### config.mk
export PLATFORM = sky130hd
export DESIGN_NAME = draw_regs
export DESIGN_NICKNAME = d
export VERILOG_FILES = /design/src/hw/draw_pkg.sv /design/src/hw/draw_regs.sv
export SDC_FILE = /design/constraint.sdc
export NUM_CORES = 1
export LEC_CHECK = 0
export ABC_CLOCK_PERIOD_IN_PS = 6360
export BUFFER_PORTS_ARGS = -buffer_cell sky130_fd_sc_hd__buf_2
export CORE_MARGIN = 5
export CORE_UTILIZATION = 40
export DETAILED_ROUTE_END_ITERATION = 6
export MAX_ROUTING_LAYER = met4
export PLACE_DENSITY = 0.69
export SYNTH_ARGS = -nofsm -noshare
export SYNTH_HDL_FRONTEND = slang
export SYNTH_SLANG_ARGS = --single-unit
### constraint.sdc
create_clock -name clk_100m -period 6.36 [get_ports clk_100m]
set_clock_uncertainty 0.05 [all_clocks]
set_input_delay 0.318 -clock clk_100m [delete_from_list [all_inputs] [get_ports clk_100m]]
set_output_delay 0.318 -clock clk_100m [all_outputs]
set_load 0.02 [all_outputs]
### src/hw/draw_pkg.sv
/*
 * shared types and constants for the triangle engine
 * coordinate type, APB data word union, register offsets, colour index width
 */

`default_nettype none

package draw_pkg;

    typedef logic signed [15:0] coord_t;  // signed screen coordinate

    localparam int cidx_w = 4;  // colour index bits

    // one APB data word, seen as a vertex or as the control word
    typedef union packed {
        struct packed {
            coord_t y;  // upper half
            coord_t x;  // lower half
        } vtx;
        struct packed {
            logic [23:0]       rsvd_hi;
            logic [cidx_w-1:0] cidx;     // bits 7:4
            logic [2:0]        rsvd_lo;
            logic              start;    // bit 0
        } ctrl;
    } reg_word_t;

    // byte offsets on the 13-bit APB address
    localparam logic [12:0] reg_v0     = 13'h0000;
    localparam logic [12:0] reg_v1     = 13'h0004;
    localparam logic [12:0] reg_v2     = 13'h0008;
    localparam logic [12:0] reg_ctrl   = 13'h000C;
    localparam logic [12:0] reg_status = 13'h0010;  // bit 0 busy, bit 1 done
    localparam logic [12:0] reg_clip   = 13'h0014;
    localparam logic [12:0] pix_base   = 13'h1000;  // pixel window

endpackage

`default_nettype wire

### src/hw/draw_regs.sv
/*
 * APB register block for the triangle engine
 * vertex, control, status and clip count registers plus the pixel read window
 */

`timescale 1ns/1ps
`default_nettype none

module draw_regs #(
    parameter int width  = 32,
    parameter int height = 32
) (
    input  wire logic                                  clk_100m,
    input  wire logic                                  reset,
    input  wire logic                                  psel,
    input  wire logic                                  penable,
    input  wire logic                                  pwrite,
    input  wire logic [12:0]                           paddr,
    input  wire logic [31:0]                           pwdata,
    output logic [31:0]                                prdata,
    output logic                                       pready,
    output logic                                       pslverr,
    input  wire logic                                  busy,
    input  wire logic                                  done,
    input  wire logic                                  clip,
    input  wire logic                                  sweep_busy,
    input  wire logic [draw_pkg::cidx_w-1:0]           rd_data,
    output draw_pkg::coord_t                           x0, y0, x1, y1, x2, y2,
    output logic [draw_pkg::cidx_w-1:0]                cidx,
    output logic                                       start,
    output logic                                       rd_en,
    output logic [$clog2(width*height)-1:0]            rd_addr
);
    localparam int aw = $clog2(width*height);

    draw_pkg::reg_word_t wr_word;  // pwdata decoded
    draw_pkg::reg_word_t rd_word;  // read data before the bus
    logic        access;
    logic        busy_any;
    logic        reg_hit, pix_hit, unmapped;
    logic        is_ctrl;
    logic        pix_rd;
    logic        rd_pend;          // pixel read wait state
    logic        start_refused;
    logic        done_flag;
    logic [15:0] clip_cnt;

    assign wr_word  = pwdata;
    assign access   = psel && penable;
    assign busy_any = busy || sweep_busy;  // drawing or clearing

    assign is_ctrl  = (paddr == draw_pkg::reg_ctrl);
    assign reg_hit  = (paddr == draw_pkg::reg_v0) || (paddr == draw_pkg::reg_v1) ||
                      (paddr == draw_pkg::reg_v2) || is_ctrl ||
                      (paddr == draw_pkg::reg_status) || (paddr == draw_pkg::reg_clip);
    assign pix_hit  = paddr[12] && ({22'd0, paddr[11:2]} < 32'(width * height));
    assign unmapped = !(reg_hit || pix_hit);
    assign pix_rd   = pix_hit && !pwrite;

    // pixel reads wait one cycle for the registered store
    assign pready  = access && (!pix_rd || rd_pend);
    assign rd_en   = access && pix_rd && !rd_pend;
    assign rd_addr = paddr[aw+1:2];

    assign start_refused = pwrite && is_ctrl && wr_word.ctrl.start && busy_any;
    assign pslverr       = pready && (unmapped || start_refused);
    assign start = access && pwrite && is_ctrl && wr_word.ctrl.start && !busy_any;

    always_ff @(posedge clk_100m) begin
        if (reset) begin
            rd_pend   <= 1'b0;
            done_flag <= 1'b0;
            clip_cnt  <= 16'd0;
        end else begin
            rd_pend <= rd_en;
            if (start) begin
                done_flag <= 1'b0;
                clip_cnt  <= 16'd0;
            end else begin
                if (done) done_flag <= 1'b1;  // sticky until next start
                if (clip) clip_cnt <= clip_cnt + 16'd1;
            end
        end
    end

    // vertex and colour payload
    always_ff @(posedge clk_100m) begin
        if (access && pwrite) begin
            case (paddr)
                draw_pkg::reg_v0: begin
                    x0 <= wr_word.vtx.x;
                    y0 <= wr_word.vtx.y;
                end
                draw_pkg::reg_v1: begin
                    x1 <= wr_word.vtx.x;
                    y1 <= wr_word.vtx.y;
                end
                draw_pkg::reg_v2: begin
                    x2 <= wr_word.vtx.x;
                    y2 <= wr_word.vtx.y;
                end
                draw_pkg::reg_ctrl: if (!busy_any) cidx <= wr_word.ctrl.cidx;
                default: ;  // status and clip are read only
            endcase
        end
    end

    always_comb begin
        rd_word = '0;
        case (paddr)
            draw_pkg::reg_v0: begin
                rd_word.vtx.x = x0;
                rd_word.vtx.y = y0;
            end
            draw_pkg::reg_v1: begin
                rd_word.vtx.x = x1;
                rd_word.vtx.y = y1;
            end
            draw_pkg::reg_v2: begin
                rd_word.vtx.x = x2;
                rd_word.vtx.y = y2;
            end
            draw_pkg::reg_ctrl:   rd_word.ctrl.cidx = cidx;
            draw_pkg::reg_status: rd_word = {30'd0, done_flag, busy_any};
            draw_pkg::reg_clip:   rd_word = {16'd0, clip_cnt};
            default: if (pix_hit) rd_word = 32'(rd_data);
        endcase
    end

    assign prdata = rd_word;

endmodule

`default_nettype wire

Word-level counts from Yosys, hierarchy flattened
Cells that the tools add are included.
Widths: inputs -> output; s select.
{"block": "totals", "ff_bits": 118, "latchBits": 0, "mem_bits_rw": 0, "romBits": 0, "in_bits": 58, "out_inout_bits": 146, "word_cells": 55, "mem_count": 0}
{"block": "op_classes", "add_sub_neg": 1, "multipliers": 0, "div": 0, "n_lt_le_gt_ge": 0, "n_eq_ne": 5, "shift": 0, "muxes": 4, "bitwise": 1, "reduce_logical": 34}
{"op": "$pmux 24 s5", "count": 1}
{"op": "$pmux 4 s6", "count": 2}
{"op": "$eq 13x4->1 const B", "count": 2}
{"op": "$eq 13x5->1 const B", "count": 2}
{"op": "$add 16x1->16 const B", "count": 1}
{"op": "$eq 13x3->1 const B", "count": 1}
{"op": "$logic_and 1x1->1", "count": 13}
{"op": "$logic_not 13->1", "count": 1}
{"op": "$logic_or 1x1->1", "count": 9}
{"op": "$reduce_and 2->1", "count": 3}
{"op": "$logic_not 1->1", "count": 5}
{"op": "$mux 4", "count": 1}
{"op": "$reduce_or 2->1", "count": 2}
{"op": "$reduce_and 3->1", "count": 1}
{"op": "$not 1->1", "count": 1}

Depth between registers and ports, before layout
{"block": "logic_depth", "ltp_word": 10, "depth_mapped": 8, "ltp_nobuf": 5}

Least setup slack after synthesis
OpenSTA, ideal clock, no wires.
{"block": "synth_timing", "kind": "in2reg", "from": "in paddr[9]", "to": "reg x0[0] (enable)", "setup_time_ns": 0.501, "arrival_ns": 4.726, "required_ns": 5.809, "path_slack_ns": 1.083, "stages": 5, "n_path_buf": 2, "cell_sequence": "or4_4 -> buf_6 -> or4_4 -> buf_6 -> nor4_1"}
{"block": "synth_via", "elab_chain_len": 2}
{"element": "start: declaration", "line_no": "draw_regs.sv:18", "source": "input wire logic [12:0] paddr,"}
{"element": "$logic_not 13->1", "line_no": "draw_regs.sv:89", "source": "case (paddr)"}
{"element": "$reduce_and 2->1 (no source line)"}
{"element": "end signal: assignment", "line_no": "draw_regs.sv:91", "source": "x0 <= wr_word.vtx.x;"}
{"element": "end: declaration", "line_no": "draw_regs.sv:28", "source": "output draw_pkg::coord_t x0, y0, x1, y1, x2, y2,"}
No other way between the ends.
A chain may end at the register's enable or synchronous reset.

Worst setup path after layout
{"block": "layout_timing", "from": "in paddr[2]", "to": "reg x1[1] (enable)"}
{"block": "layout_via", "elab_chain_len": 2}
{"element": "$eq 13x3->1", "line_no": "draw_regs.sv:89"}
{"element": "$reduce_and 2->1 (no source line)"}
{"element": "end signal: assignment", "line_no": "draw_regs.sv:95", "source": "x1 <= wr_word.vtx.x;"}
{"element": "end: declaration", "line_no": "draw_regs.sv:28"}
No other way between the ends.

==> impl_metrics.env <==
export IMPL_vias=3733
export IMPL_syn_area_sq_um=4970
export IMPL_hp_class="input port to flop"
export IMPL_synth_seq_cells=118
export IMPL_synth_top_cell_area_share_pct=60.4
export IMPL_wirelength_microns=14900
export IMPL_multiInputGateArea_sq_um=1380
export IMPL_ir_drop_uv=181
export IMPL_cts_setup_buffers=0
export IMPL_max_cap_violations=0
export IMPL_fin_tns_setup_ns=0
export IMPL_die_w_microns=121
export IMPL_syn_area_per_cell_sq_um=14.2
export IMPL_synth_ff_type="edfxtp_1"
export IMPL_critPathMaxFanout=32
export IMPL_syn_inst=350
export IMPL_core_area_sq_um=12100
export IMPL_grt_antenna_before_repair=2
export IMPL_grt_use_total_pct=20.7
export IMPL_area_delta_synth_final_pct=35.6
export IMPL_drive_gt1_share_pct=47.2
export IMPL_ant_nets=0
export IMPL_initial_core_util_pct=41.0
export IMPL_power_density_nw_per_um2=295
export IMPL_yosysTopAreaCell="edfxtp_1"
export IMPL_crit_type="input port to flop"
export IMPL_wl_per_cell_microns=20.4
export IMPL_grt_remaining_overflow=0
export IMPL_ctsHoldBuffers=0
export IMPL_finalSetupViolCount=0
export IMPL_seq_area_sq_um=3360
export IMPL_arrival_ns=3.40
export IMPL_gp_congestion=0.877
export IMPL_clock_latency_ns=0.41
export IMPL_crit_path_start_kind="input port"
export IMPL_end_kind="flop"
export IMPL_cts_sinks=118
export IMPL_finalHoldViolations=0
export IMPL_crit_required_ns=6.33
export IMPL_tightest_slew_ns=1.10
export IMPL_port_buffers=203
export IMPL_die_h_microns=121
export IMPL_h_tree_depth=4
export IMPL_drtIter0Drc=231
export IMPL_maxSlewViolCount=0
export IMPL_synth_warnings=0
export IMPL_fillCellCount=1031
export IMPL_dieArea_sq_um=14800
export IMPL_yosys_top_cells_area="edfxtp_1, dfxtp_1, a22oi_1"
export IMPL_max_slew_margin_pct=26.6
export IMPL_seq_area_frac_synth_pct=67.7
export IMPL_finalCritPeriodShare_pct=54.1
export IMPL_run_status="finished clean"
export IMPL_numCtsBuffers=17
export IMPL_cts_tree="done"
export IMPL_power_uw=1980
export IMPL_clk_path_buf_depth=2
export IMPL_via_per_inst=5.11
export IMPL_ys_async_sr_fraction_pct=0
export IMPL_synth_edf_count=100
export IMPL_clk_pin_slew_ns=0.05
export IMPL_p_leak_uw=0.00271
export IMPL_hpwl_microns=10300
export IMPL_grt_max_degree=33
export IMPL_ios=204
export IMPL_rsz0062_at_grt="false"
export IMPL_rows=40
export IMPL_fmax_mhz=291
export IMPL_cts_root_buf="clkbuf_16"
export IMPL_fin_util_pct=55.6
export IMPL_yosys_cell_types_count=48
export IMPL_syn_nets=409
export IMPL_finalCriticalPeriod_ns=3.44
export IMPL_dr_pass1_iters=5
export IMPL_final_nets=607
export IMPL_drc=0
export IMPL_grt_pass1_wl_microns=22300
export IMPL_grt_pass1_vias=3980
export IMPL_cts_resized=0
synthesized netlist by cell type (3+ instances only):
| library cell | count |
|---|---|
| edfxtp_1 | 100 |
| nor2_1 | 27 |
| inv_1 | 20 |
| a22oi_1 | 18 |
| dfxtp_1 | 18 |
| a221o_1 | 11 |
| mux2i_1 | 11 |
| nand2_1 | 11 |
| o21ai_0 | 11 |
| buf_4 | 10 |
| clkbuf_1 | 10 |
| xnor2_1 | 10 |
| nor3_1 | 9 |
| o21ai_2 | 9 |
| buf_6 | 6 |
| nand3_1 | 6 |
| nand4_1 | 5 |
| nor2_2 | 5 |
| nor4_1 | 5 |
| or3_1 | 5 |
| a22o_1 | 4 |
| mux4_2 | 4 |
| xor2_1 | 4 |
| a21oi_1 | 3 |
| or4_4 | 3 |
path summary, 6_finish.rpt:
path	from	endpoint	slack, ns	cells past startpoint
worst max-delay path	paddr[2]	x1[1]	2.92	5
worst min-delay path	reset	rd_pend	0.06	2
worst max register to register	clip_cnt[3]	clip_cnt[15]	4.42	4
worst min register to register	done_flag	done_flag	0.43	2
registers in the layout (all words and copies together) (netlist names), 4 cells and up:
name      count
x2           16
y0           16
clip_cnt     16
cidx          4
x0           16
y1           16
x1           16
y2           16
cell usage in the layout, fill, tap and decap left out, types with 10 or more instances in the layout:
cell         n
xnor2_1     10
nor2_1      26
clkbuf_16   17
inv_1       20
dfxtp_1     18
buf_2      203
mux2i_1     11
o21ai_0     11
a22oi_1     18
edfxtp_1   100
nand2_1     11
a221o_1     11
routing by layer:
layer,global-route usage (%),up-vias,share of wire [%]
met1,23.9,1824,39
li1,-,1735,-
met3,7.13,16,7.4
met2,33.9,158,51
met5,-,-,0
met4,7.28,0,1.7
power breakdown:
group | leakage, uW | internal (uW) | switching [uW]
clock | 0.000312 | 736 | 336
combinational | 0.00135 | 28.5 | 42.5
sequential | 0.00104 | 840 | 2.03
total | 0.00271 | 1600 | 381
critical path, stage by stage:
cell	delay, ns
buf_2	0.31
or4b_2	0.61
or4_4	0.53
or2_1	0.62
nor2_4	0.98
per-stage QoR:
stage,instances,setup WS (ns),hold WS [ns],cell area [sq um]
after detailed placement,697,2.50,0.415,6070
final,731,2.92,0.0561,6740
after global routing,731,2.78,0.0412,6740
after global placement,697,2.57,0.408,6070
after floorplan,350,1.08,0.347,4970
after CTS,729,2.91,0.0312,6730
kinds of logic (layout without fill, tap and decap cells):
kind of cell,after synthesis,after routing,share of synthesized area (%)
muxes,16,16,4.26
xor gates and xnor gates,14,14,2.47
buffers and inverters,47,258,5.24
and+or+nand+nor,90,90,9.92
other,0,2,0
AOI/OAI and AO/OA,64,64,10.2
DFF,118,118,67.7
adders and majority gates,1,1,0.252
cell type report:
type	count	area share, %
Multi-Input combinational cell	185	20.5
Inverter	20	1.11
Clock inverter	12	3.34
Clock buffer	20	6.48
Timing Repair Buffer	206	15.4
Antenna cell	2	0.0743
Sequential cell	118	49.9
Tap cell	168	3.12
(Power assumes the default switching activity.)
