**src/hw/draw_pkg.sv**
```systemverilog
/*
 * shared types and constants for the triangle engine
 * coordinate type, APB data word union, register offsets, colour index width
 */

`default_nettype none

package draw_pkg;

    typedef logic signed [15:0] coord_t;  // signed screen coordinate

    localparam int cidx_w = 4;  // colour index bits

    // one APB data word, seen as a vertex or as the control word
    typedef union packed {
        struct packed {
            coord_t y;  // upper half
            coord_t x;  // lower half
        } vtx;
        struct packed {
            logic [23:0]       rsvd_hi;
            logic [cidx_w-1:0] cidx;     // bits 7:4
            logic [2:0]        rsvd_lo;
            logic              start;    // bit 0
        } ctrl;
    } reg_word_t;

    // byte offsets on the 13-bit APB address
    localparam logic [12:0] reg_v0     = 13'h0000;
    localparam logic [12:0] reg_v1     = 13'h0004;
    localparam logic [12:0] reg_v2     = 13'h0008;
    localparam logic [12:0] reg_ctrl   = 13'h000C;
    localparam logic [12:0] reg_status = 13'h0010;  // bit 0 busy, bit 1 done
    localparam logic [12:0] reg_clip   = 13'h0014;
    localparam logic [12:0] pix_base   = 13'h1000;  // pixel window

endpackage

`default_nettype wire

```
**src/hw/draw_line.sv**
```systemverilog
/*
 * Bresenham line rasterizer
 * one pixel per clock from (xa,ya) to (xb,yb), endpoints included
 */

`timescale 1ns/1ps
`default_nettype none

module draw_line (
    input  wire logic             clk_100m,
    input  wire logic             reset,
    input  wire logic             start,
    input  wire draw_pkg::coord_t xa,
    input  wire draw_pkg::coord_t ya,
    input  wire draw_pkg::coord_t xb,
    input  wire draw_pkg::coord_t yb,
    output draw_pkg::coord_t      x,
    output draw_pkg::coord_t      y,
    output logic                  drawing,
    output logic                  done
);
    logic signed [16:0] dx_in, dy_in;  // deltas of the requested line
    logic signed [16:0] dx, dy;        // dy held negative
    logic signed [17:0] err;
    logic signed [18:0] e2;
    logic               step_x, step_y;
    logic               x_neg, y_neg;  // step direction
    draw_pkg::coord_t   x_end, y_end;
    logic               at_end;

    always_comb begin
        dx_in  = (xb > xa) ? 17'(xb) - 17'(xa) : 17'(xa) - 17'(xb);
        dy_in  = (yb > ya) ? 17'(ya) - 17'(yb) : 17'(yb) - 17'(ya);
        e2     = 19'(err) <<< 1;
        step_x = (e2 >= 19'(dy));
        step_y = (e2 <= 19'(dx));
        at_end = (x == x_end) && (y == y_end);
    end

    // control
    always_ff @(posedge clk_100m) begin
        if (reset) begin
            drawing <= 1'b0;
            done    <= 1'b0;
        end else begin
            done <= 1'b0;
            if (start) begin
                drawing <= 1'b1;
            end else if (drawing && at_end) begin
                drawing <= 1'b0;
                done    <= 1'b1;  // one cycle after the last pixel
            end
        end
    end

    // coordinate and error datapath
    always_ff @(posedge clk_100m) begin
        if (start) begin
            x     <= xa;
            y     <= ya;
            x_end <= xb;
            y_end <= yb;
            x_neg <= (xb < xa);
            y_neg <= (yb < ya);
            dx    <= dx_in;
            dy    <= dy_in;
            err   <= 18'(dx_in) + 18'(dy_in);
        end else if (drawing && !at_end) begin
            if (step_x) begin
                x <= x_neg ? x - 16'sd1 : x + 16'sd1;
            end
            if (step_y) begin
                y <= y_neg ? y - 16'sd1 : y + 16'sd1;
            end
            err <= err + (step_x ? 18'(dy) : 18'sd0) + (step_y ? 18'(dx) : 18'sd0);
        end
    end

endmodule

`default_nettype wire

```
**src/hw/draw_triangle.sv**
```systemverilog
/*
 * triangle outline drawer
 * runs the edges v0-v1, v1-v2 and v2-v0 through one line rasterizer
 */

`timescale 1ns/1ps
`default_nettype none

module draw_triangle (
    input  wire logic             clk_100m,
    input  wire logic             reset,
    input  wire logic             start,
    input  wire draw_pkg::coord_t x0, y0, x1, y1, x2, y2,
    output draw_pkg::coord_t      x,
    output draw_pkg::coord_t      y,
    output logic                  drawing,
    output logic                  busy,
    output logic                  done
);
    draw_pkg::coord_t vx0, vy0, vx1, vy1, vx2, vy2;  // vertices held for the draw
    draw_pkg::coord_t xa, ya, xb, yb;                // current edge
    logic [1:0]       edge_idx;
    logic             line_start;
    logic             line_done;

    always_comb begin
        case (edge_idx)
            2'd0: begin
                xa = vx0; ya = vy0;
                xb = vx1; yb = vy1;
            end
            2'd1: begin
                xa = vx1; ya = vy1;
                xb = vx2; yb = vy2;
            end
            default: begin  // closing edge
                xa = vx2; ya = vy2;
                xb = vx0; yb = vy0;
            end
        endcase
    end

    always_ff @(posedge clk_100m) begin
        if (reset) begin
            busy       <= 1'b0;
            done       <= 1'b0;
            line_start <= 1'b0;
            edge_idx   <= 2'd0;
        end else begin
            line_start <= 1'b0;
            done       <= 1'b0;
            if (start && !busy) begin
                busy       <= 1'b1;
                edge_idx   <= 2'd0;
                line_start <= 1'b1;
            end else if (busy && line_done) begin
                if (edge_idx == 2'd2) begin
                    busy <= 1'b0;
                    done <= 1'b1;
                end else begin
                    edge_idx   <= edge_idx + 2'd1;
                    line_start <= 1'b1;  // next edge right after done
                end
            end
        end
    end

    always_ff @(posedge clk_100m) begin
        if (start && !busy) begin
            vx0 <= x0; vy0 <= y0;
            vx1 <= x1; vy1 <= y1;
            vx2 <= x2; vy2 <= y2;
        end
    end

    draw_line line_inst (
        .clk_100m (clk_100m),
        .reset    (reset),
        .start    (line_start),
        .xa       (xa),
        .ya       (ya),
        .xb       (xb),
        .yb       (yb),
        .x        (x),
        .y        (y),
        .drawing  (drawing),
        .done     (line_done)
    );

endmodule

`default_nettype wire

```
**config.mk**
```make
export PLATFORM = sky130hd
export DESIGN_NAME = draw_triangle
export DESIGN_NICKNAME = d
export VERILOG_FILES = /design/src/hw/draw_pkg.sv /design/src/hw/draw_line.sv /design/src/hw/draw_triangle.sv
export SDC_FILE = /design/constraint.sdc
export NUM_CORES = 1
export LEC_CHECK = 0
export BUFFER_PORTS_ARGS = -buffer_cell sky130_fd_sc_hd__buf_2
export CORE_MARGIN = 2
export CORE_UTILIZATION = 45
export CTS_CLUSTER_DIAMETER = 100
export DETAILED_ROUTE_END_ITERATION = 8
export PLACE_DENSITY = 0.66
export RECOVER_POWER = 25
export SLEW_MARGIN = 20
export SYNTH_ARGS = -nofsm -noshare
export SYNTH_HDL_FRONTEND = slang
export SYNTH_SLANG_ARGS = --single-unit
```
**constraint.sdc**
```tcl
create_clock -name clk_100m -period 9.25 [get_ports clk_100m]
set_input_delay 2.3125 -clock clk_100m [delete_from_list [all_inputs] [get_ports clk_100m]]
set_output_delay 2.3125 -clock clk_100m [all_outputs]
set_load 0.02 [all_outputs]
```
After elaboration in Yosys (flattened, before gate mapping):

Index checks and enable logic that the tools add are counted.

* add/subtract/negate cells: 12
* magnitude comparators: 6
* equality and inequality tests: 4
* multiplexer cells: 28
* bitwise gates (word level): 2
* reductions and logical operators: 21

Operators with widths (count)
* $mux W16: 8
* $pmux W16 S2: 4
* $mux W18: 4
* $sub A16 B16 Y17: 4
* $add A18 B18 Y18: 2
* $mux W17: 2
* $add A16 B2 Y16 const B: 2
* $eq A16 B16 Y1: 2
* $gt A16 B16 Y1: 2
* $lt A16 B16 Y1: 2
* $sub A16 B2 Y16 const B: 2
* $ge A19 B17 Y1: 1
* $le A19 B17 Y1: 1
* $add A17 B17 Y18: 1
* $reduce_bool A2 Y1: 6
* $mux W1: 10
* $reduce_and A2 Y1: 4
* $logic_and A1 B1 Y1: 5
* $reduce_or A2 Y1: 2
* $reduce_or A3 Y1: 1
* $add A2 B1 Y2 const B: 1
* $eq A2 B1 Y1 const B: 1
* $eq A2 B2 Y1 const B: 1
* $logic_not A1 Y1: 2
* other kinds (2): 3

* register bits: 221
* input port bits: 99
* output and inout port bits: 35

Longest topological paths before layout:

Gate-level depths: netlist of run 1.

* depth after elaboration: 6
* mapped depth: 25

Cells and area by module:

A second synthesis of run 1 with hierarchy kept.

* cells, all modules: 1632
* area, all modules: 16075.4 um2

By module, submodules not included
* draw_line: instances 1, cells each 1296, area an instance 11860.1 um2, sequential area each 3583.4 um2
* draw_triangle: instances 1, cells each 336, area an instance 4215.3 um2, sequential area each 2982.9 um2

Least setup slack after synthesis of run 1:

No wires, ideal clock.

* path type: input -> register
* start point: input port start
* end point: register edge_idx[1]
* library setup time: 121 ps
* arrival: 7064 ps
* setup slack: 2064 ps
* stages: 4
* path buffers: 0
* cells stage by stage: nor2b_1 -> a21oi_1 -> a32oi_1 -> nor2_1

* cells in the longest elaborated chain, start to end: 2

Ends and longest elaborated chain
* from (decl): line draw_triangle.sv:12 `input wire logic start,`
* $logic_and A1 B1 Y1: line draw_triangle.sv:52 `if (start && !busy) begin`
* $reduce_or A2 Y1 (no line)
* to (signal assigned): line draw_triangle.sv:61 `edge_idx <= edge_idx + 2'd1;`
* to (decl): line draw_triangle.sv:22 `logic [1:0] edge_idx;`

No other way between the ends.
A chain may end at the register's enable or synchronous reset.

Worst setup path after layout of run 1:

* start point: register edge_idx[0]
* end point: register line_inst.err[16] (data pin)

* cells in the longest elaborated chain, start to end: 6
* elaborated cells between the ends (all ways): 16
* classes of those cells: add/sub: 5; order compare: 2; eq/ne: 1; mux: 7; reduce/logical: 1

Ends and longest elaborated chain
* $eq A2 B1 Y1 / $logic_not A2 Y1 (equally long branches): line draw_triangle.sv:27 `case (edge_idx)`
* $pmux W16 S2: line draw_triangle.sv:27
* $sub A16 B16 Y17 / $gt A16 B16 Y1 (equally long branches): line draw_line.sv:33 `dy_in = (yb > ya) ? 17'(ya) - 17'(yb) : 17'(yb) - 17'(ya);`
* $mux W17 (*): line draw_line.sv:33
* net line_inst.dy_in[2]: line draw_line.sv:22 `logic signed [16:0] dx_in, dy_in;`
* $add A17 B17 Y18 (*): line draw_line.sv:67 `err <= 18'(dx_in) + 18'(dy_in);`
* $mux W18 (*): line draw_line.sv:58 `if (start) begin`
* to (signal assigned): line draw_line.sv:67
* to (signal assigned): line draw_line.sv:75 `err <= err + (step_x ? 18'(dy) : 18'sd0) + (step_y ? 18'(dx) : 18'sd0);`
* to (decl): line draw_line.sv:24 `logic signed [17:0] err;`

Mark *: on every way through the listed nets, which the timed path passes. The rest lies on a longest branch.

==> results.txt, run 1 <==
The run finished, with violations left. Cell depth of the worst flop-to-flop path: 21. The largest total area in the synthesized netlist belongs to sky130_fd_sc_hd__edfxtp_1.

Signal routing reaches up to met4. Once the floorplan was initialized, standard cells occupied 45.52% of the core. The via count was 12750. The synthesized design devotes to its leading area cell type 38.65% of total area. After layout, the worst path uses 75.95% of the clock period.

The tools report the post-synthesis instance area as 16630 um^2. After detailed routing, the met3 layer carries 2517 um of wire. The logs give 8.152 nW for the standby leakage power and 2190 for the number of placed instances with taps included.

For the number of H-tree levels, the log shows 1. Per-cell routed wire length: 19.80 um. The worst setup path is launched from a flop.

TritonCTS built the clock tree. Summed over all nets, the half-perimeter wirelength after detailed placement is 34900 um. The length of routed met2 wiring came out at 19970 um. Reg-to-reg endpoint: line_inst.err[16]. Input and output buffers added on the ports amount to 133. Highest fanout seen on the critical path: 51.

Measured along the y axis, the die boundary spans 196.2 um. The checks that failed: max-capacitance violations, max-slew violations. Between clock sinks in the finished design, the worst skew comes to 0.01107 ns. The number of warnings reported in the yosys synthesis log came out at 0. The run gives 0 as the final hold violation count. Clock tree root buffer cell: sky130_fd_sc_hd__clkbuf_16. The tools report the number of placement rows as 70. For the total negative setup slack, the log shows 0 ns. IR analysis of the VDD net gives a maximum drop of 0.1718 mV.

The total power density per cell area came out at 286.6 nW/um^2. The number of enable flip-flop cells after synthesis was 214. In the final layout, the multi-input gates occupy 9145 um^2. By area the synthesized netlist is led by sky130_fd_sc_hd__edfxtp_1, sky130_fd_sc_hd__ha_1, sky130_fd_sc_hd__inv_1, sky130_fd_sc_hd__a21oi_1, sky130_fd_sc_hd__xnor2_1. The most frequent cell after synthesis is sky130_fd_sc_hd__edfxtp_1.

The register cell area after layout was 6566 um^2. Counting every net in the synthesized netlist gives 1928. Number of buffers created by CTS: 24. The capturing element of the worst setup path was line_inst.err[16]. The tree built by TritonCTS fans out to 221 sinks.

Path type of the worst min-delay path: flop to flop. In this run the tightest slew margin relative to its limit is -97.99%. Relative to the synthesized area, the layout overhead comes to 11.26%.

Data on the critical path is required at its endpoint by 9.44 ns. For this block, wires on met1 add up to 20500 um. The total congestion overflow after global routing was 0; the number of antenna violations at the first check in global routing was 0. The count of max-cap constraint violations is 2.

For the number of setup buffers added after CTS, the log shows 0. In the synthesized netlist, the cells that appear most often are sky130_fd_sc_hd__edfxtp_1, sky130_fd_sc_hd__inv_1, sky130_fd_sc_hd__ha_1, sky130_fd_sc_hd__a21oi_1, sky130_fd_sc_hd__nand2_1. Setup repair after global routing left no endpoint under its margin. For the number of non-filler instances in the completed layout, the log shows 2233.

For this run, the leading register cell type out of synthesis is sky130_fd_sc_hd__edfxtp_1. The detailed router finished its first iteration with 1015 violations. The clock passes through at most 3 buffers. Entering global routing, the biggest net connects 85 pins. The pin slew with the least headroom to its limit is 2.970 ns. Clock period minus final worst setup slack: 7.025 ns. The floorplan die width is 196.2 um. The remaining antenna violation count is 0, and the fmax is 142.3 MHz. The die covers 38500 um^2. STA classifies the critical path endpoint as a flop.

The post-route netlist has 11.61% of its cells at a drive strength greater than 1. The later pin in the worst-skew pair is clocked with a latency of 0.53 ns. By startpoint and endpoint, the worst setup path is classified as flop to flop. In this run, post-CTS hold repair placed 0 buffers.

For this design the top-level I/O count stands at 134. The pre-antenna-repair detailed-routing pass consisted of 5 iterations. The number of global-route vias before repair was 12370; the clock-pin slew reported for the worst setup and hold paths after clock tree synthesis was 0.06 ns. The register-to-register path setup slack is 2.22 ns, and the share of flip-flops with an asynchronous set or reset is 0%. Worst hold path startpoint: line_inst.done. The first global-routing pass estimated 68460 um of wire. In the global route stage, overall resource usage came out at 22.76%. The area of the core is 36520 um^2, and the DRC violation count after routing is 0.

The post-synthesis average cell area was 10.14 um^2; the net count of the finished layout was 2037. Wires add up to 44210 um. The repair_antennas step left the layout with diodes totalling 0. For this run, the register share of the synthesized area comes to 39.49%. The vias per cell is 5.708. The cell count after synthesis came out at 1639. After synthesis, the netlist uses 79 different library cells. At the end of routability-driven placement, the weighted congestion stood at 0.9423.

The startpoint of the worst-slack reg-to-reg timing path was edge_idx[0]. The critical path data arrival time was 7.22 ns; the number of instances resized during post-cts repair was 0. After filler insertion, the fill cell instance count of the layout stands at 3288. In this run, synthesis produced a sequential element count of 221. For the final number of max-transition violations, the log shows 111. In this run the worst setup path begins at edge_idx[0]. Setup violations remaining at the end of the flow were counted as 0.
[power breakdown]
group	switching (W)	internal (W)
Clock	0.000401	0.000576
Combinational	0.00166	0.00119
Sequential	0.000125	0.00135
[worst min path at each step]
stage / to / cells past startpoint
6_report: done / 2
5_1_grt: done / 2
4_1_cts: done / 2
3_5_place_dp: busy / 1
3_3_place_gp: done / 2
2_1_floorplan: busy / 1
[flip-flops by register name (all words and copies together) (netlist names)]
name / count
busy: 1
done: 1
edge_idx: 2
line_inst.done: 1
line_inst.drawing: 1
line_inst.dx: 17
line_inst.dy: 17
line_inst.err: 18
line_inst.x: 16
line_inst.x_end: 16
line_inst.x_neg: 1
line_inst.y: 16
line_inst.y_end: 16
line_inst.y_neg: 1
line_start: 1
vx0: 16
vx1: 16
vx2: 16
vy0: 16
vy1: 16
vy2: 16
[logic make-up after synthesis]
| kind of cell | count (synthesis) | synth area share [%] |
|---|---|---|
| adders and majority gates | 190 | 15.43 |
| xor gates and xnor gates | 111 | 5.847 |
| DFF | 221 | 39.49 |
| buffers and inverters | 238 | 5.607 |
| AOI/OAI and AO/OA | 517 | 21.47 |
| and+or+nand+nor | 314 | 9.151 |
| muxes | 48 | 3.003 |
[layout by cell type (no fill, tap or decap), types with 8 or more instances in the layout]
cell                        instances
sky130_fd_sc_hd__a22o_1            66
sky130_fd_sc_hd__o21ai_0           74
sky130_fd_sc_hd__xor2_1            40
sky130_fd_sc_hd__buf_2            132
sky130_fd_sc_hd__nand2_1           86
sky130_fd_sc_hd__xnor2_1           71
sky130_fd_sc_hd__nand3_1           23
sky130_fd_sc_hd__fa_1              25
sky130_fd_sc_hd__or3_1              9
sky130_fd_sc_hd__nor4_1             8
sky130_fd_sc_hd__o21a_1            23
sky130_fd_sc_hd__o21bai_1          11
sky130_fd_sc_hd__nor2_1            83
sky130_fd_sc_hd__a211oi_1          18
sky130_fd_sc_hd__clkbuf_16         25
sky130_fd_sc_hd__edfxtp_1         214
sky130_fd_sc_hd__inv_1            177
sky130_fd_sc_hd__nand2b_1          15
sky130_fd_sc_hd__nor3_1            11
sky130_fd_sc_hd__buf_4              9
sky130_fd_sc_hd__a31oi_1           12
sky130_fd_sc_hd__nand4_1           21
sky130_fd_sc_hd__and2_1             8
sky130_fd_sc_hd__a21oi_1          131
sky130_fd_sc_hd__mux2i_1           39
sky130_fd_sc_hd__nor2b_1           23
sky130_fd_sc_hd__a21o_1            81
sky130_fd_sc_hd__o211ai_1          25
sky130_fd_sc_hd__ha_1             164
sky130_fd_sc_hd__and3_1             9
[per-stage QoR]
| step | area [um^2] | hold slack [ns] | utilization, % | power [W] | setup WS [ns] |
|---|---|---|---|---|---|
| finish | 18500 | 0.4872 | 50.65 | 0.005301 | 2.225 |
| global route | 18500 | 0.5033 | 50.65 | 0.005712 | 1.680 |
| CTS | 18510 | 0.4862 | 50.69 | 0.005309 | 2.330 |
| detailed placement | 17720 | 0.4673 | 48.51 | 0.004304 | 2.326 |
| global placement | 17720 | 0.4747 | 48.51 | 0.004266 | 2.488 |
| floorplan | 16630 | 0.4444 | - | 0.003583 | 2.064 |
[critical path, stage by stage (launching register included)]
cell	delay [ns]
sky130_fd_sc_hd__dfxtp_1	0.31
sky130_fd_sc_hd__inv_1	0.13
sky130_fd_sc_hd__ha_2	0.67
sky130_fd_sc_hd__nor2_4	0.17
sky130_fd_sc_hd__buf_4	0.34
sky130_fd_sc_hd__a21oi_1	0.32
sky130_fd_sc_hd__inv_1	0.09
sky130_fd_sc_hd__ha_1	0.52
sky130_fd_sc_hd__nand3_1	0.22
sky130_fd_sc_hd__nor4_1	0.28
sky130_fd_sc_hd__a22oi_2	0.14
sky130_fd_sc_hd__a211oi_4	0.90
sky130_fd_sc_hd__mux2i_1	0.31
sky130_fd_sc_hd__xor2_1	0.24
sky130_fd_sc_hd__ha_1	0.31
sky130_fd_sc_hd__nor2b_1	0.16
sky130_fd_sc_hd__o31a_1	0.28
sky130_fd_sc_hd__o41ai_2	0.54
sky130_fd_sc_hd__o211ai_1	0.20
sky130_fd_sc_hd__a31oi_1	0.20
sky130_fd_sc_hd__xor2_1	0.18
sky130_fd_sc_hd__mux2i_1	0.09
[cell type report]
class                           instances  area share [%]
Multi-Input combinational cell       1180           49.44
Sequential cell                       221           35.50
Timing Repair Buffer                  144           3.998
Inverter                              177           3.592
Clock buffer                           27           3.423
Tap cell                              468           3.166
Clock inverter                         16          0.8861
[metal layers]
| layer | up-vias | track usage, % |
|---|---|---|
| li1 | 6218 | - |
| met1 | 6071 | 32.21 |
| met2 | 393 | 36.76 |
| met3 | 65 | 2.579 |
| met4 | 0 | 6.902 |
| met5 | - | 0 |
Power figures use the tool's default switching activity.
==> run 2, diff against run 1 <==
- clock period: 9.25 -> 7.3 ns (I/O delays scaled with it)
==> run 2 against run 1 <==
  * Routed wire length decreased by 2.3%
  * Clock skew increased by 0.0049 ns
  * Sequential power increased by 26%
  * Utilization decreased by 0.20 points
  * Clock-buffer cell count unchanged
  * Fmax increased by 9.2%
  * Critical path depth increased by 1
  * Global-route usage decreased by 0.36 points
  * Largest power group unchanged
  * Total power increased by 23%
  * Hold slack got worse by 0.0030 ns
  * The flow still finishes with violations (max-capacitance violations, max-slew violations)
==> results.txt, run 2 (synthesized netlist as in run 1, its figures left out) <==
Largest registers: line_inst.err: 18 flops, line_inst.dx: 17 flops, line_inst.dy: 17 flops (unchanged). The worst hold slack was 0.4842 ns (was 0.4872 ns); the number of flip-flops under the largest register name was 18 (unchanged). The total wire length is 43200 um (was 44210 um), and the final estimated routing congestion in global placement is 0.9263 (was 0.9423).

The filler cell count in the final layout came out at 3324 (was 3288). The die height came out at 196.2 um (unchanged). The final hold violation count is 0 (unchanged), and the share of final-layout standard cells stronger than drive strength 1 is 11.90% (was 11.61%). The critical-path cell with the highest stage delay was sky130_fd_sc_hd__o41ai_2 (was sky130_fd_sc_hd__a211oi_4). The count of buffer and inverter cells on the critical path was 3 (unchanged).

The total number of clock tree sinks was 221 (unchanged). The number of global-route vias before repair was 12430 (was 12370). The tools report the final number of max-transition violations as 121 (was 111). Commonest cells after routing, fill and taps aside: sky130_fd_sc_hd__edfxtp_1, sky130_fd_sc_hd__inv_1, sky130_fd_sc_hd__ha_1, sky130_fd_sc_hd__buf_2, sky130_fd_sc_hd__a21oi_1 (unchanged). Violations in the final reports: max-capacitance violations, max-slew violations (unchanged). Register bank with the most flops: line_inst.err (unchanged). The length of routed met2 wiring came out at 19250 um (was 19970 um). The logs give 85 (unchanged) for the largest net degree at the start of global routing and 0 (unchanged) for the DRC violation count after routing. The critical path data required time was 7.47 ns (was 9.44 ns).

Setup repair after global routing left no endpoint under its margin. The highest fanout seen on the critical path came out at 64 (was 51). The clock tree root buffer cell is sky130_fd_sc_hd__clkbuf_16 (unchanged). The top-level I/O count was 134 (unchanged); the number of antenna violations at the first check in global routing was 0 (unchanged). The tools report the final antenna diode count as 0 (unchanged). The remaining antenna violation count was 0 (unchanged); the count of max-cap constraint violations was 2 (unchanged).

The overall track demand over capacity in global routing is 22.39% (was 22.76%). The logs give 6566 um^2 (unchanged) for the register cell area after layout and 5 (unchanged) for the detailed-router iteration count before antenna repair. The classification of the worst setup path was flop to flop (unchanged).

The hold-fix buffer count after cts is 0 (unchanged). TritonCTS built the clock tree. The clock period minus final worst setup slack was 6.431 ns (was 7.025 ns). The run gives 9148 um^2 (was 9145 um^2) as the combined area of the multi-input logic cells. For the worst-case clock skew, the log shows 0.01598 ns (was 0.01107 ns). The number of H-tree levels is 1 (unchanged).

For the number of buffers created by CTS, the log shows 23 (was 24). The floorplan die width is 196.2 um (unchanged), and the per-cell routed wire length is 19.35 um (was 19.80 um). The number of placed instances with taps included is 2197 (was 2190). Kind of end point of the critical path: a flop (unchanged). Sequence of cells on the critical path: inv_1, ha_2, buf_4, a22o_1, a21oi_1, inv_1, ha_1, nand3_1, o21bai_1, a31oi_1, a21oi_1, a31o_2, mux2i_1, xor2_1, ha_1, nor2b_1, o31a_1, o41ai_2, o211ai_1, a31oi_1, xor2_1, mux2i_1 (was inv_1, ha_2, nor2_4, buf_4, a21oi_1, inv_1, ha_1, nand3_1, nor4_1, a22oi_2, a211oi_4, mux2i_1, xor2_1, ha_1, nor2b_1, o31a_1, o41ai_2, o211ai_1, a31oi_1, xor2_1, mux2i_1). First-pass GRT wire length: 67970 um (was 68460 um). The tools report the HPWL after detailed placement as 34330 um (was 34900 um).

The effective utilization at floorplan was 45.52% (unchanged); the net count of the finished layout was 2043 (was 2037). The area of the core is 36520 um^2 (unchanged), and the count of buffers from port buffering is 133 (unchanged). For the final instance area, the log shows 18420 um^2 (was 18500 um^2).

The number of setup buffers added after CTS is 0 (unchanged), and the part of the cycle the worst path needs is 88.10% (was 75.95%). For the number of non-filler instances in the completed layout, the log shows 2233 (unchanged). The tools report the element type at the critical path start as a flop (unchanged). The clock tree buffer depth came out at 3 (unchanged).

Clock-pin slew reported for the worst setup and hold paths after clock tree synthesis: 0.06 ns (about the same). The tools report the total negative setup slack as 0 ns (unchanged). The clock latency at the later pin of the worst-skew pair was 0.52 ns (was 0.53 ns); the total congestion overflow after global routing was 0 (unchanged). The relative slew slack is -103.3% (was -97.99%), and the vias per cell is 5.718 (was 5.708). The longest individual stage delay on the worst path is 0.53 ns (was 0.90 ns). The maximum ir drop on the vdd rail was 0.2030 mV (was 0.1718 mV). The placed instance area came out at 17770 um^2 (was 17720 um^2). The total power density per cell area is 354.8 nW/um^2 (was 286.6 nW/um^2), and the via count is 12770 (was 12750).

The total of endpoints with negative setup slack in the final report was 0 (unchanged); the area growth from synthesis to final layout was 10.81% (was 11.26%). The tools report the number of instances resized during post-cts repair as 0 (unchanged). The path type of the worst min-delay path is flop to flop (unchanged). Pin slew with the least headroom to its limit: 3.049 ns (was 2.970 ns).

The most common library cell in the layout ignoring fill and taps is sky130_fd_sc_hd__edfxtp_1 (unchanged). The number of placement rows was 70 (unchanged). Standby leakage power: 8.133 nW (was 8.152 nW). The category of cells accounting for the largest share of critical-path delay was compound AO/OA/AOI/OAI gates (unchanged).

The tools report the fmax as 155.5 MHz (was 142.3 MHz). The highest routed metal layer is met4 (unchanged). The number of design-rule violations left by the first detailed-router iteration was 962 (was 1015).

The run finished, with violations left. The wire length on met1 was 20210 um (was 20500 um); the area enclosed by the die boundary was 38500 um^2 (unchanged). The routed wire length on met3 is 2412 um (was 2517 um), and the critical path data arrival time is 6.60 ns (was 7.22 ns).
[run 2: metrics by stage]
step | total power, W | utilization [%] | setup slack (ns)
2_1_floorplan | 0.004540 | - | 0.6016
3_3_place_gp | 0.005401 | 48.65 | 1.185
3_5_place_dp | 0.005455 | 48.65 | 0.9934
4_1_cts | 0.006567 | 50.48 | 1.002
5_1_grt | 0.007082 | 50.45 | 0.5074
6_report | 0.006537 | 50.45 | 0.8688
[run 2: routing by layer]
metal	vias up	GRT usage [%]
met4	0	6.846
met5	-	0
met2	388	35.64
met1	6090	32.03
met3	71	2.682
li1	6220	-
[run 2: path summary, 6_finish.rpt]
path	start	to	slack (ns)	cells after the start
worst min register to register	line_inst.done	done	0.48	2
worst max-delay path	edge_idx[0]	line_inst.err[16]	0.87	22
worst max register to register	edge_idx[0]	line_inst.err[16]	0.87	22
worst min-delay path	line_inst.done	done	0.48	2
[run 2: area by class of cell]
| cell class | count | area share (%) |
|---|---|---|
| clock buffer | 27 | 3.205 |
| inverter | 177 | 3.606 |
| timing repair buffer | 151 | 4.306 |
| clock inverter | 9 | 0.4143 |
| sequential | 221 | 35.64 |
| tap | 468 | 3.178 |
| multi-input combinational | 1180 | 49.65 |
[run 2: power by group]
part	total (W)	switching, W	internal (W)
Sequential	0.00186	0.000153	0.00171
Clock	0.00108	0.000468	0.000608
Combinational	0.00360	0.00209	0.00150
Total	0.00654	0.00271	0.00382
[run 2: worst reg2reg max path, stage by stage, from the launching register on]
cell and delay [ns]:
sky130_fd_sc_hd__dfxtp_1 0.34, sky130_fd_sc_hd__inv_1 0.10, sky130_fd_sc_hd__ha_2 0.22, sky130_fd_sc_hd__buf_4 0.30, sky130_fd_sc_hd__a22o_1 0.39, sky130_fd_sc_hd__a21oi_1 0.41
sky130_fd_sc_hd__inv_1 0.09, sky130_fd_sc_hd__ha_1 0.39, sky130_fd_sc_hd__nand3_1 0.15, sky130_fd_sc_hd__o21bai_1 0.15, sky130_fd_sc_hd__a31oi_1 0.15, sky130_fd_sc_hd__a21oi_1 0.35
sky130_fd_sc_hd__a31o_2 0.44, sky130_fd_sc_hd__mux2i_1 0.26, sky130_fd_sc_hd__xor2_1 0.32, sky130_fd_sc_hd__ha_1 0.35, sky130_fd_sc_hd__nor2b_1 0.16, sky130_fd_sc_hd__o31a_1 0.28
sky130_fd_sc_hd__o41ai_2 0.53, sky130_fd_sc_hd__o211ai_1 0.21, sky130_fd_sc_hd__a31oi_1 0.21, sky130_fd_sc_hd__xor2_1 0.19, sky130_fd_sc_hd__mux2i_1 0.09
==> run 3, diff against run 2 <==
- SYNTH_HIERARCHICAL: not set -> 1
==> run 3 against run 2 <==
  * Non-clock buffer count shrank 4
  * Synthesized cell count shrank 0.43%
  * Largest power group unchanged
  * Sequential cell count is the same
  * Clock skew shrank 0.0012 ns
  * The run still ends with max-capacitance violations, max-slew violations left
  * Via count shrank 3.8%
  * Register-to-register slack lost 0.23 ns
==> results.txt, run 3 <==
The remaining antenna violation count is 0 (unchanged). The run finished, with violations left. For the first-pass GRT wire length, the log shows 63220 um (was 67970 um). The clock-pin slew reported for the worst setup and hold paths after clock tree synthesis came out at 0.06 ns (about the same).

The cell taking the most area after synthesis was sky130_fd_sc_hd__edfxtp_1 (unchanged). The HPWL after detailed placement came out at 31770 um (was 34330 um). The critical-path cell with the highest stage delay is sky130_fd_sc_hd__a2111oi_1 (was sky130_fd_sc_hd__o41ai_2). The area enclosed by the die boundary came out at 37250 um^2 (was 38500 um^2). The fmax is 150.1 MHz (was 155.5 MHz), and the critical path data required time is 7.55 ns (was 7.47 ns). Post-synthesis average cell area: 9.850 um^2 (was 10.14 um^2).

The switching share of power was 38.48% (was 41.50%); the number of setup buffers added after CTS was 0 (unchanged). The clock tree buffer depth was 3 (unchanged); the net count after synthesis was 1921 (was 1928). The share of final-layout standard cells stronger than drive strength 1 is 12.35% (was 11.90%), and the post-synthesis instance area is 16080 um^2 (was 16630 um^2).

The sequential power share is 29.8% (was 28.5%). Setup repair after global routing left no endpoint under its margin. Total number of clock tree sinks: 221 (unchanged). The number of design-rule violations left by the first detailed-router iteration was 801 (was 962). Clock tree root buffer cell: sky130_fd_sc_hd__clkbuf_16 (unchanged). Critical path data arrival time: 6.92 ns (was 6.60 ns). The count of buffers from port buffering is 133 (unchanged), and the detailed-router iteration count before antenna repair is 5 (unchanged). Violations in the final reports: max-capacitance violations, max-slew violations (unchanged). The clock network power share was 22.3% (was 16.5%).

The run gives 7.758 nW (was 8.133 nW) as the standby leakage power. Filler cell count in the final layout: 3230 (was 3324). TritonCTS built the clock tree. The logs give 50.98% (was 50.45%) for the share of the core filled with cells in the final layout and 0.54 ns (was 0.52 ns) for the clock latency at the later pin of the worst-skew pair. Number of antenna violations at the first check in global routing: 0 (unchanged). Most frequent cell after synthesis: sky130_fd_sc_hd__nand2_1 (was sky130_fd_sc_hd__edfxtp_1).

The area growth from synthesis to final layout is 12.26% (was 10.81%). The per-cell routed wire length was 18.00 um (was 19.35 um). The clock period minus final worst setup slack was 6.664 ns (was 6.431 ns).

The most common library cell in the layout ignoring fill and taps is sky130_fd_sc_hd__nand2_1 (was sky130_fd_sc_hd__edfxtp_1). The total power density per cell area works out to 340.9 nW/um^2 (was 354.8 nW/um^2). The count of buffer and inverter cells on the critical path was 4 (was 3); the share of flip-flops with an asynchronous set or reset was 0% (unchanged).

Classification of the worst setup path: flop to flop (unchanged). The DRC violation count after routing is 0 (unchanged), and the maximum ir drop on the vdd rail is 0.2049 mV (was 0.2030 mV). The overall track demand over capacity in global routing was 21.66% (was 22.39%). The path type of the worst min-delay path is flop to flop (unchanged). Largest registers: line_inst/err: 18 flops, line_inst/dx: 17 flops, line_inst/dy: 17 flops (was line_inst.err: 18 flops, line_inst.dx: 17 flops, line_inst.dy: 17 flops). The worst hold slack is 0.5014 ns (was 0.4842 ns), and the total of endpoints with negative setup slack in the final report is 0 (unchanged).

The area of the core was 35400 um^2 (was 36520 um^2). For the number of cells produced by synthesis, the log shows 1632 (was 1639). The net switching power is 0.002368 W (was 0.002713 W), and the total wire length is 40080 um (was 43200 um).

For the register area share after synthesis, the log shows 40.85% (was 39.49%). The number of library cell types mapped by synthesis was 79 (unchanged). Pin slew with the least headroom to its limit: 3.421 ns (was 3.049 ns). The run gives 0 (unchanged) as the final antenna diode count.

The via count was 12280 (was 12770); the largest net degree at the start of global routing was 79 (was 85). The vias per cell works out to 5.516 (was 5.718). The flip-flop cell with the highest count after synthesis was sky130_fd_sc_hd__edfxtp_1 (unchanged). The tools report the number of placement rows as 69 (was 70).

The element type at the critical path start is a flop (unchanged). The effective utilization at floorplan came out at 45.42% (was 45.52%). The register bank with the most flops is line_inst/err (was line_inst.err).

Kind of end point of the critical path: a flop (unchanged). The final hold violation count came out at 0 (unchanged). The number of enable flip-flop cells after synthesis works out to 214 (unchanged).

Commonest cells after routing, fill and taps aside: sky130_fd_sc_hd__nand2_1, sky130_fd_sc_hd__edfxtp_1, sky130_fd_sc_hd__ha_1, sky130_fd_sc_hd__inv_1, sky130_fd_sc_hd__buf_2 (was sky130_fd_sc_hd__edfxtp_1, sky130_fd_sc_hd__inv_1, sky130_fd_sc_hd__ha_1, sky130_fd_sc_hd__buf_2, sky130_fd_sc_hd__a21oi_1). The synthesized flop and latch total was 221 (unchanged); the share of total power in combinational logic was 47.9% (was 55.0%). The internal power contribution was 0.003785 W (was 0.003824 W); the number of warnings reported in the yosys synthesis log was 6 (was 0).

The total power after layout was 0.006153 W (was 0.006537 W). The number of H-tree levels is 1 (unchanged), and the portion of synthesized cell area occupied by the leading cell type is 39.98% (was 38.65%). The total negative setup slack is 0 ns (unchanged), and the floorplan die width is 193.0 um (was 196.2 um). The final estimated routing congestion in global placement came out at 0.9175 (was 0.9263).

The tools report the relative slew slack as -128.1% (was -103.3%). The category of cells accounting for the largest share of critical-path delay is compound AO/OA/AOI/OAI gates (unchanged). The placed instance area is 17150 um^2 (was 17770 um^2). Cells taking the most area after synthesis: sky130_fd_sc_hd__edfxtp_1, sky130_fd_sc_hd__ha_1, sky130_fd_sc_hd__nand2_1, sky130_fd_sc_hd__xnor2_1, sky130_fd_sc_hd__inv_1 (was sky130_fd_sc_hd__edfxtp_1, sky130_fd_sc_hd__ha_1, sky130_fd_sc_hd__inv_1, sky130_fd_sc_hd__a21oi_1, sky130_fd_sc_hd__xnor2_1). The total congestion overflow after global routing came out at 0 (unchanged). The final instance area was 18050 um^2 (was 18420 um^2); the part of the cycle the worst path needs was 91.28% (was 88.10%).

The longest individual stage delay on the worst path is 0.46 ns (was 0.53 ns). The final number of max-transition violations is 79 (was 121). The logs give 1 (was 2) for the count of max-cap constraint violations and 0.01475 ns (was 0.01598 ns) for the worst-case clock skew. The tools report the number of global-route vias before repair as 11960 (was 12430). The number of flip-flops under the largest register name is 18 (unchanged).

The net count of the finished layout is 2038 (was 2043). The highest fanout seen on the critical path is 42 (was 64), and the top-level I/O count is 134 (unchanged). The die height was 193.0 um (was 196.2 um). The tools report the number of buffers created by CTS as 24 (was 23).

Ranking of synthesized cells by instance count: sky130_fd_sc_hd__nand2_1, sky130_fd_sc_hd__edfxtp_1, sky130_fd_sc_hd__ha_1, sky130_fd_sc_hd__inv_1, sky130_fd_sc_hd__a21oi_1 (was sky130_fd_sc_hd__edfxtp_1, sky130_fd_sc_hd__inv_1, sky130_fd_sc_hd__ha_1, sky130_fd_sc_hd__a21oi_1, sky130_fd_sc_hd__nand2_1).
## run 3: changes by cell type in the layout (fill, tap and decap cells not counted), sizes merged, moves of 16 or more
cell    previous run  this run
nand2             86       227
inv              178       155
a22o              66         0
mux2i             39        23
a22oi              2        64
a21oi            131        96
o211ai            25         8
a21o              81        52
o21ai             80       103
## run 3: metrics by stage
| stage | setup WS [ns] | cells |
|---|---|---|
| 5_1_grt | 0.04997 | 2226 |
| 3_3_place_gp | 0.7459 | 2184 |
| 6_report | 0.6363 | 2226 |
| 2_1_floorplan | 0.6659 | 1632 |
| 3_5_place_dp | 0.5270 | 2184 |
| 4_1_cts | 0.4934 | 2226 |
## run 3: final timing paths
kind,slack [ns],start,cells past startpoint,to
max reg2reg,0.64,edge_idx[1],27,line_inst/err[16]
max,0.64,edge_idx[1],27,line_inst/err[16]
min reg2reg,0.50,line_inst/done,2,done
min,0.50,line_inst/done,2,done
## run 3: kinds of logic (layout without fill, tap and decap cells)
group | count (synthesis) | count (layout) | synth area share, %
xor gates and xnor gates | 109 | 109 | 5.939
adders and majority gates | 190 | 190 | 15.96
AOI/OAI and AO/OA | 418 | 418 | 17.08
DFF | 221 | 221 | 40.85
muxes | 28 | 28 | 1.806
and+or+nand+nor | 457 | 457 | 12.86
buffers and inverters | 209 | 342 | 5.518
## run 3: power by group through the flow
stage	sequential [W]	combinational (W)	clock, W
after floorplan	0.00187	0.00213	0
after global placement	0.00185	0.00283	0
after detailed placement	0.00186	0.00291	0
after CTS	0.00183	0.00294	0.00140
after global routing	0.00185	0.00332	0.00145
final	0.00183	0.00295	0.00137
## run 3: worst reg2reg max path, cell delays in order, from the launching register on
cell                        delay (ns)
sky130_fd_sc_hd__dfxtp_1          0.37
sky130_fd_sc_hd__inv_1            0.09
sky130_fd_sc_hd__ha_2             0.21
sky130_fd_sc_hd__nor2_4           0.44
sky130_fd_sc_hd__buf_12           0.27
sky130_fd_sc_hd__nand2_1          0.09
sky130_fd_sc_hd__nand2_1          0.13
sky130_fd_sc_hd__inv_1            0.07
sky130_fd_sc_hd__ha_1             0.41
sky130_fd_sc_hd__a21oi_1          0.26
sky130_fd_sc_hd__nor3_1           0.09
sky130_fd_sc_hd__a2111oi_2        0.41
sky130_fd_sc_hd__o21ai_1          0.18
sky130_fd_sc_hd__a21oi_4          0.25
sky130_fd_sc_hd__buf_4            0.34
sky130_fd_sc_hd__mux2i_1          0.32
sky130_fd_sc_hd__xnor2_1          0.16
sky130_fd_sc_hd__ha_1             0.23
sky130_fd_sc_hd__a2111oi_1        0.46
sky130_fd_sc_hd__o21ai_0          0.18
sky130_fd_sc_hd__a21oi_1          0.28
sky130_fd_sc_hd__o21ai_1          0.15
sky130_fd_sc_hd__o41ai_2          0.42
sky130_fd_sc_hd__o2111ai_1        0.18
sky130_fd_sc_hd__a21oi_1          0.19
sky130_fd_sc_hd__xnor2_1          0.08
sky130_fd_sc_hd__nand2_1          0.06
sky130_fd_sc_hd__o21ai_1          0.06
## run 3: repair_timing
| item | CTS | global route |
|---|---|---|
| setup endpoints to repair | 0 | 3 |
| gates resized for setup | 0 | 3 |
| hold buffers | 0 | 0 |
## run 3: per-layer routing
metal / up-vias / share of wire [%] / GRT usage [%]
met1: 5797 / 47 / 30.73
li1: 6064 / - / -
met4: 0 / 2.6 / 6.498
met2: 361 / 44 / 34.08
met3: 56 / 6.3 / 3.638
met5: - / 0 / 0
## run 3: cell type report
type	count	area (um^2)	area share (%)
well taps	461	576.8	3.196
multi-input cells	1202	8652	47.94
flip-flops and latches	221	6566	36.39
clock buffers	27	633.1	3.508
clock inverters	15	256.5	1.421
inverters	153	574.3	3.182
repair buffers	147	787.0	4.361
